--- src/hdl/shadow_consts.svh ---
`ifndef SHADOW_CONSTS_SVH
`define SHADOW_CONSTS_SVH

// Primitive addressing
`define SHDW_PRIM_INDEX_WIDTH   12
`define SHDW_PRIM_COUNT_WIDTH   8

// Primitives per any-hit test batch
`define SHDW_TEST_UNIT_SIZE     4
`define SHDW_TEST_UNIT_WIDTH    2

// Group queue sizing
`define SHDW_GROUP_QUEUE_DEPTH  16
`define SHDW_GROUP_PTR_WIDTH    4

// Fixed group searched for every lit fragment
`define SHDW_EXTRA_PRIM_BASE    4088
`define SHDW_EXTRA_PRIM_COUNT   3

// Fragment fields
`define SHDW_PIXEL_COORD_WIDTH  11
`define SHDW_BOUNCE_WIDTH       3
`define SHDW_PAYLOAD_WIDTH      32

`endif

--- src/hdl/shadowPkg.sv ---
`include "shadow_consts.svh"

package shadowPkg;

    // -----------------------------------------------------------
    // Scalar widths
    // -----------------------------------------------------------
    typedef logic [`SHDW_PRIM_INDEX_WIDTH-1:0]  primIndexT;
    typedef logic [`SHDW_PRIM_COUNT_WIDTH-1:0]  primCountT;
    typedef logic [`SHDW_PIXEL_COORD_WIDTH-1:0] pixelCoordT;
    typedef logic [`SHDW_BOUNCE_WIDTH-1:0]      bounceT;
    typedef logic [`SHDW_PAYLOAD_WIDTH-1:0]     payloadT;
    typedef logic [`SHDW_GROUP_PTR_WIDTH-1:0]   groupPtrT;

    typedef enum logic [1:0] {
        surfNone,
        surfDiffuse,
        surfSpecular
    } surfaceT;

    // -----------------------------------------------------------
    // Primitive groups
    // -----------------------------------------------------------
    typedef struct packed {
        primIndexT start;
        primCountT count;
    } primGroupT;

    // Zero count marks an empty leaf
    typedef struct packed {
        primGroupT leaf1;
        primGroupT leaf0;
    } leafPairT;

    // -----------------------------------------------------------
    // Fragments
    // -----------------------------------------------------------
    typedef struct packed {
        pixelCoordT x;
        pixelCoordT y;
        surfaceT    surface;
        bounceT     bounce;
        payloadT    payload;
    } fragmentT;

    typedef struct packed {
        fragmentT frag;
        logic     inShadow;
    } shadedFragmentT;

    typedef enum logic [1:0] {
        stIdle,
        stSearch,
        stDone
    } shadowStateT;

endpackage

--- src/hdl/groupQueue.sv ---
`include "shadow_consts.svh"

module groupQueue import shadowPkg::*; (
    input  logic      clk,
    input  logic      resetn,
    input  logic      clearSearch,
    input  logic      pushExtra,
    input  logic      leafValid,
    input  leafPairT  leaves,
    input  logic      pop,
    output primGroupT head,
    output logic      queueEmpty
);

    localparam int maxWrites = 3;

    localparam primGroupT extraGroup = '{
        start: primIndexT'(`SHDW_EXTRA_PRIM_BASE),
        count: primCountT'(`SHDW_EXTRA_PRIM_COUNT)
    };

    primGroupT groups [`SHDW_GROUP_QUEUE_DEPTH];
    groupPtrT  headPtr;
    groupPtrT  tailPtr;

    primGroupT wrData [maxWrites];
    logic [1:0] wrCount;

    // -----------------------------------------------------------
    // Pack this cycle's groups in order: extra, leaf0, leaf1
    // -----------------------------------------------------------
    always_comb begin
        wrCount = '0;
        wrData = '{default: '0};
        if (pushExtra) begin
            wrData[wrCount] = extraGroup;
            wrCount = wrCount + 2'd1;
        end
        if (leafValid && leaves.leaf0.count != '0) begin
            wrData[wrCount] = leaves.leaf0;
            wrCount = wrCount + 2'd1;
        end
        if (leafValid && leaves.leaf1.count != '0) begin
            wrData[wrCount] = leaves.leaf1;
            wrCount = wrCount + 2'd1;
        end
    end

    always_ff @(posedge clk) begin
        for (int i = 0; i < maxWrites; i++) begin
            if (!clearSearch && i < int'(wrCount)) begin
                groups[tailPtr + groupPtrT'(i)] <= wrData[i];
            end
        end
    end

    // Pointers
    always_ff @(posedge clk or negedge resetn) begin
        if (!resetn) begin
            headPtr <= '0;
            tailPtr <= '0;
        end else if (clearSearch) begin
            headPtr <= '0;
            tailPtr <= '0;
        end else begin
            tailPtr <= tailPtr + groupPtrT'(wrCount);
            if (pop) begin
                headPtr <= headPtr + groupPtrT'(1);
            end
        end
    end

    assign head = groups[headPtr];
    assign queueEmpty = (headPtr == tailPtr);

endmodule

--- src/hdl/batchWalker.sv ---
`include "shadow_consts.svh"

module batchWalker import shadowPkg::*; (
    input  logic      clk,
    input  logic      resetn,
    input  logic      clearSearch,
    input  primGroupT head,
    input  logic      queueEmpty,
    output logic      pop,
    output logic      batchValid,
    output primIndexT batchStart,
    output primIndexT batchEnd,
    output logic      walkerIdle
);

    primIndexT countExt;
    primIndexT alignedCount;
    primIndexT alignedEnd;
    primIndexT nextStart;

    // -----------------------------------------------------------
    // Round the group size up to whole test units
    // -----------------------------------------------------------
    always_comb begin
        countExt = primIndexT'(head.count);
        alignedCount = countExt;
        if (countExt[`SHDW_TEST_UNIT_WIDTH-1:0] != '0) begin
            alignedCount = ((countExt >> `SHDW_TEST_UNIT_WIDTH) + primIndexT'(1))
                           << `SHDW_TEST_UNIT_WIDTH;
        end
    end

    assign nextStart = batchStart + primIndexT'(`SHDW_TEST_UNIT_SIZE);

    // Fetch a new group only while searching and idle
    assign pop = !batchValid && !queueEmpty && !clearSearch;
    assign walkerIdle = !batchValid;

    always_ff @(posedge clk or negedge resetn) begin
        if (!resetn) begin
            batchValid <= 1'b0;
        end else if (clearSearch) begin
            batchValid <= 1'b0;
        end else if (pop) begin
            batchValid <= (head.count != '0);
        end else if (batchValid && nextStart == alignedEnd) begin
            // Last batch of this group
            batchValid <= 1'b0;
        end
    end

    // Batch bounds, batchEnd stays at the real group end
    always_ff @(posedge clk) begin
        if (pop) begin
            batchStart <= head.start;
            batchEnd <= head.start + countExt;
            alignedEnd <= head.start + alignedCount;
        end else if (batchValid) begin
            batchStart <= nextStart;
        end
    end

endmodule

--- src/hdl/shadowControl.sv ---
module shadowControl import shadowPkg::*; (
    input  logic           clk,
    input  logic           resetn,
    input  logic           fragValid,
    input  fragmentT       fragIn,
    output logic           fifoFull,
    input  logic           outFull,
    output logic           outValid,
    output shadedFragmentT shadeOut,
    output logic           traversalStart,
    output logic           traversalRestart,
    input  logic           traversalDone,
    input  logic           queueEmpty,
    input  logic           walkerIdle,
    input  logic           batchValid,
    input  logic           batchHit,
    output logic           pushExtra,
    output logic           clearSearch
);

    shadowStateT state;

    fragmentT slot;
    fragmentT current;
    logic     inShadow;
    logic     searchStart;

    logic accept;
    logic take;
    logic hitFound;
    logic searchOver;
    logic emit;

    // -----------------------------------------------------------
    // Handshake and search conditions
    // -----------------------------------------------------------
    assign accept = fragValid && !fifoFull;
    assign take = (state == stIdle) && fifoFull;
    assign emit = (state == stDone) && !outFull;
    assign hitFound = batchValid && batchHit;

    // Nothing left once traversal is done and all groups are walked
    assign searchOver = walkerIdle && queueEmpty && traversalDone && !searchStart;

    // Queue and walker stay flushed outside an active search
    assign clearSearch = (state != stSearch) || hitFound;

    assign traversalStart = searchStart;
    assign pushExtra = searchStart;

    always_ff @(posedge clk or negedge resetn) begin
        if (!resetn) begin
            state <= stIdle;
            fifoFull <= 1'b0;
            inShadow <= 1'b0;
            searchStart <= 1'b0;
            outValid <= 1'b0;
            traversalRestart <= 1'b0;
        end else begin
            searchStart <= 1'b0;
            outValid <= 1'b0;
            traversalRestart <= 1'b0;

            // Single entry input slot
            if (accept) begin
                fifoFull <= 1'b1;
            end else if (take) begin
                fifoFull <= 1'b0;
            end

            case (state)
                stIdle: begin
                    if (fifoFull) begin
                        inShadow <= 1'b0;
                        if (slot.surface == surfNone) begin
                            state <= stDone;
                        end else begin
                            searchStart <= 1'b1;
                            state <= stSearch;
                        end
                    end
                end
                stSearch: begin
                    if (hitFound) begin
                        // First hit ends the search
                        inShadow <= 1'b1;
                        state <= stDone;
                    end else if (searchOver) begin
                        state <= stDone;
                    end
                end
                stDone: begin
                    if (!outFull) begin
                        outValid <= 1'b1;
                        traversalRestart <= 1'b1;
                        state <= stIdle;
                    end
                end
                default: begin
                    state <= stIdle;
                end
            endcase
        end
    end

    // Fragment data path
    always_ff @(posedge clk) begin
        if (accept) begin
            slot <= fragIn;
        end
        if (take) begin
            current <= slot;
        end
        if (emit) begin
            shadeOut <= '{frag: current, inShadow: inShadow};
        end
    end

endmodule

--- src/hdl/shadowUnit.sv ---
module shadowUnit import shadowPkg::*; (
    input  logic           clk,
    input  logic           resetn,
    input  logic           fragValid,
    input  fragmentT       fragIn,
    output logic           fifoFull,
    input  logic           outFull,
    output logic           outValid,
    output shadedFragmentT shadeOut,
    output logic           traversalStart,
    output logic           traversalRestart,
    input  logic           leafValid,
    input  leafPairT       leaves,
    input  logic           traversalDone,
    output logic           batchValid,
    output primIndexT      batchStart,
    output primIndexT      batchEnd,
    input  logic           batchHit
);

    logic      pushExtra;
    logic      clearSearch;
    logic      queueEmpty;
    logic      walkerIdle;
    logic      pop;
    primGroupT head;

    // -----------------------------------------------------------
    // Controller
    // -----------------------------------------------------------
    shadowControl control (
        .clk(clk),
        .resetn(resetn),
        .fragValid(fragValid),
        .fragIn(fragIn),
        .fifoFull(fifoFull),
        .outFull(outFull),
        .outValid(outValid),
        .shadeOut(shadeOut),
        .traversalStart(traversalStart),
        .traversalRestart(traversalRestart),
        .traversalDone(traversalDone),
        .queueEmpty(queueEmpty),
        .walkerIdle(walkerIdle),
        .batchValid(batchValid),
        .batchHit(batchHit),
        .pushExtra(pushExtra),
        .clearSearch(clearSearch)
    );

    // Candidate groups from traversal
    groupQueue queue (
        .clk(clk),
        .resetn(resetn),
        .clearSearch(clearSearch),
        .pushExtra(pushExtra),
        .leafValid(leafValid),
        .leaves(leaves),
        .pop(pop),
        .head(head),
        .queueEmpty(queueEmpty)
    );

    // Batches for the any-hit tester
    batchWalker walker (
        .clk(clk),
        .resetn(resetn),
        .clearSearch(clearSearch),
        .head(head),
        .queueEmpty(queueEmpty),
        .pop(pop),
        .batchValid(batchValid),
        .batchStart(batchStart),
        .batchEnd(batchEnd),
        .walkerIdle(walkerIdle)
    );

endmodule

--- config.mk ---
export PLATFORM = sky130hd
export DESIGN_NAME = shadowUnit
export DESIGN_NICKNAME = d
export VERILOG_FILES = /design/src/hdl/shadowPkg.sv /design/src/hdl/groupQueue.sv /design/src/hdl/batchWalker.sv /design/src/hdl/shadowControl.sv /design/src/hdl/shadowUnit.sv
export VERILOG_INCLUDE_DIRS = /design/src /design/src/hdl
export SDC_FILE = /design/constraint.sdc
export NUM_CORES = 1
export LEC_CHECK = 0
export BUFFER_PORTS_ARGS = -buffer_cell sky130_fd_sc_hd__buf_4
export CORE_MARGIN = 4
export CORE_UTILIZATION = 55
export DETAILED_ROUTE_END_ITERATION = 6
export HOLD_SLACK_MARGIN = 0.02
export PLACE_DENSITY = 0.75
export SETUP_SLACK_MARGIN = 0.05
export SLEW_MARGIN = 25
export SYNTH_ARGS = -nofsm -noshare
export SYNTH_HDL_FRONTEND = slang
export SYNTH_SLANG_ARGS = --single-unit
--- constraint.sdc ---
create_clock -name clk -period 5.4 [get_ports clk]
set_input_delay 1.08 -clock clk [delete_from_list [all_inputs] [get_ports clk]]
set_output_delay 1.08 -clock clk [all_outputs]
set_load 0.02 [all_outputs]
==> results_dict.tcl <==
set metrics [dict create \
    status "finished clean" \
    synthCells 1947 \
    syn_to_final_growth_pct 15.1 \
    clk_latency_ns 0.65 \
    post_cts_resized 0 \
    seq_area_um2 16400 \
    fin_skew_ns 0.0467 \
    holdBufCountCts 0 \
    n_fill_cell 3670 \
    htreeDepth 2 \
    coreArea_um2 51800 \
    die_h_um 238 \
    cts.clk_slew.worst_paths_ns 0.07 \
    cts_buffer_depth 3 \
    synth_xor_area_frac 0.0151 \
    wl_met1_um 33300 \
    critPathMaxStageDelay_ns 0.73 \
    leakage_nw 13.9 \
    antenna_left 0 \
    fin_nets 2270 \
    wl_met2_um 39700 \
    tightest_slew_ns 1.08 \
    synth_area_um2 29000 \
    wl_met3_um 9240 \
    drive_above_1_share 0.246 \
    pre_cts_slack_ns 0.764 \
    r2r-start "queue.headPtr[0]" \
    synth_mux_area_frac 0.294 \
    async_flop_share 0.0273 \
    num_rows 83 \
    port_buffers 194 \
    maxCapViolCount 0 \
    cp_max_fo 23 \
    vias 19101 \
    grt_pass1_vias 19177 \
    synth_area_per_cell_um2 14.9 \
    fin_ws_ns 0.826 \
    drt_drc_violations_left 0 \
    fin_crit_sh 0.847 \
    synth_edf_count 534 \
    critical_path.slowest_cell "dfrtp_4" \
    setup_viol 0 \
    cts-root-buf "clkbuf_16" \
    grt_max_degree 62 \
    routed_wl_um 85900 \
    ir_drop_uv 290 \
    multiInputGateArea_um2 11800 \
    ys_seq_area_frac 0.565 \
    synth_cell_types 65 \
    wl_per_cell_um 30.0 \
    placed_area_um2 31500 \
    critical_path_class "register to register" \
    n_antenna_cell 0 \
    globalRouteOverflowTotal 0 \
    ys_ff_latch 549 \
    synth_compound_area_frac 0.0369 \
    crit_chain "mux4_2 -> a22oi_1 -> nand2_1 -> nor2_1 -> mux2_2 -> ha_1 -> a21oi_1 -> o21ai_0 -> a2111oi_0 -> nor4b_1 -> xor2_1" \
    rsz0062_at_grt "no" \
    max_slew_margin 0.279 \
    finalHoldViolations 0 \
    finalMaxSlewViolations 0 \
    die_x_um 238 \
    worstPathArrival_ns 4.95 \
    finalSetupTns_ns 0 \
    via_per_inst 6.67 \
    dieArea_um2 56500 \
    fin_crit_ns 4.57 \
    end_kind "register" \
    io_pins 195 \
    final_common_cell "mux2i_1" \
    grt_use_total 0.295 \
    cts_inserted_buffers 57 \
    final_area_um2 33400 \
    clock_sinks 549 \
    crit_start "queue.headPtr[0]" \
    power_density_nw_per_um2 472 \
    ys_warn_count 0 \
    grt_pass1_wl_um 125000 \
    cts_tree "yes" \
    synth_simple_gate_area_share 0.0391 \
    dp_hpwl_um 56100 \
    crit_required_ns 5.78 \
    synth_top_family_by_area "multiplexers" \
    max_freq_mhz 219 \
    start_util 0.560 \
    cp-start-kind "register" \
    power_mw 15.8 \
    hp-class "input pin to async pin" \
    ys.flop_type "edfxtp_1" \
    postCtsSetupBuffers 0 \
    gp_congestion 0.909 \
    initialDrtViolationCount 2485 \
    yosys.area_share.adder 0.0141 \
    most-common-layout-cells "mux2i_1 (640), edfxtp_1 (534), buf_4 (305)" \
    first_pass_iters 6 \
    antenna_found_initial 0 \
    routed.top_layer "met4" \
]
[final timing paths]
path / to / slack [ns] / cells after the start
worst min register to register: control.current[34] / 0.41 / 0
max in group asynchronous: queue.headPtr[1] / 4.89 / 1
worst min-delay path: queue.headPtr[3] / 0.29 / 1
min in group clk: control.current[34] / 0.41 / 0
worst max register to register: walker.alignedEnd[10] / 0.83 / 11
worst max-delay path: walker.alignedEnd[10] / 0.83 / 11
[critical path, delay by kind of cell, from the launching register on]
family | cells | cell delay, ns
multiplexers | 2 | 0.95
XOR/XNOR | 1 | 0.17
AND/OR/NAND/NOR | 3 | 0.86
AO/OA/AOI/OAI | 4 | 1.20
adder cells (fa/ha/maj) | 1 | 0.34
flip-flops | 1 | 0.73
[registers in the layout, indices dropped and copies added (netlist names), 2 cells and up]
name and cells:
walker.alignedEnd 12, queue.tailPtr 4, control.state 2, control.slot 59, walker.batchStart 12, queue.groups 320
control.current 59, walker.batchEnd 12, control.shadeOut 60, queue.headPtr 4
[per-stage QoR]
step	utilization	cells	hold slack [ns]
final	0.645	2862	0.289
after CTS	0.645	2862	0.262
after detailed placement	0.607	2754	0.405
after global placement	0.607	2754	0.400
after global routing	0.645	2862	0.275
after floorplan	-	1949	0.400
[synthesized netlist by cell type, types with 4 or more instances]
cell	number	area (um^2)
nand4_1	5	31.3
and3_1	11	68.8
buf_4	21	158
nor4_2	4	50.1
clkbuf_1	56	210
xnor2_1	29	254
a22oi_1	15	113
nor4_1	7	43.8
or4_1	6	45.0
xor2_1	21	184
mux4_2	93	2090
a211oi_1	5	37.5
nor2b_1	10	62.6
buf_2	90	450
edfxtp_1	534	16000
nand2b_1	5	31.3
nor3_1	12	60.1
nor3_2	4	40.0
buf_6	11	124
and2_1	9	56.3
o21a_1	5	37.5
mux2i_1	640	6410
nand2_1	69	259
o21bai_1	5	37.5
nor2_1	57	214
a21oi_1	40	200
dfrtp_1	15	375
buf_1	6	22.5
a22o_1	30	263
inv_1	16	60.1
nand3_1	15	75.1
ha_1	28	350
a21o_1	6	45.0
o21ai_0	20	100
[power breakdown]
part | switching (mW) | internal (mW)
clock | 1.78 | 2.30
combinational | 3.34 | 2.16
sequential | 0.343 | 5.85
[final cells by class]
class / count / share of cell area
flip-flops and latches: 549 / 0.491
multi-input cells: 1198 / 0.352
repair buffers: 309 / 0.0709
clock buffers: 62 / 0.0432
well taps: 680 / 0.0255
clock inverters: 46 / 0.0154
inverters: 18 / 0.00206
[routing by layer]
metal  vias to the layer above  track usage
met4                         0        0.114
met2                      1227        0.466
met1                      9684        0.403
met3                       248       0.0656
met5                         -            0
li1                       7942            -
[kinds of logic after synthesis]
family / count (synthesis)
multiplexers: 735
flip-flops: 549
XOR/XNOR: 50
AND/OR/NAND/NOR: 226
adder cells (fa/ha/maj): 31
AO/OA/AOI/OAI: 153
buffers and inverters: 202
other: 1
Note: power is estimated with default switching activity, not from simulation.
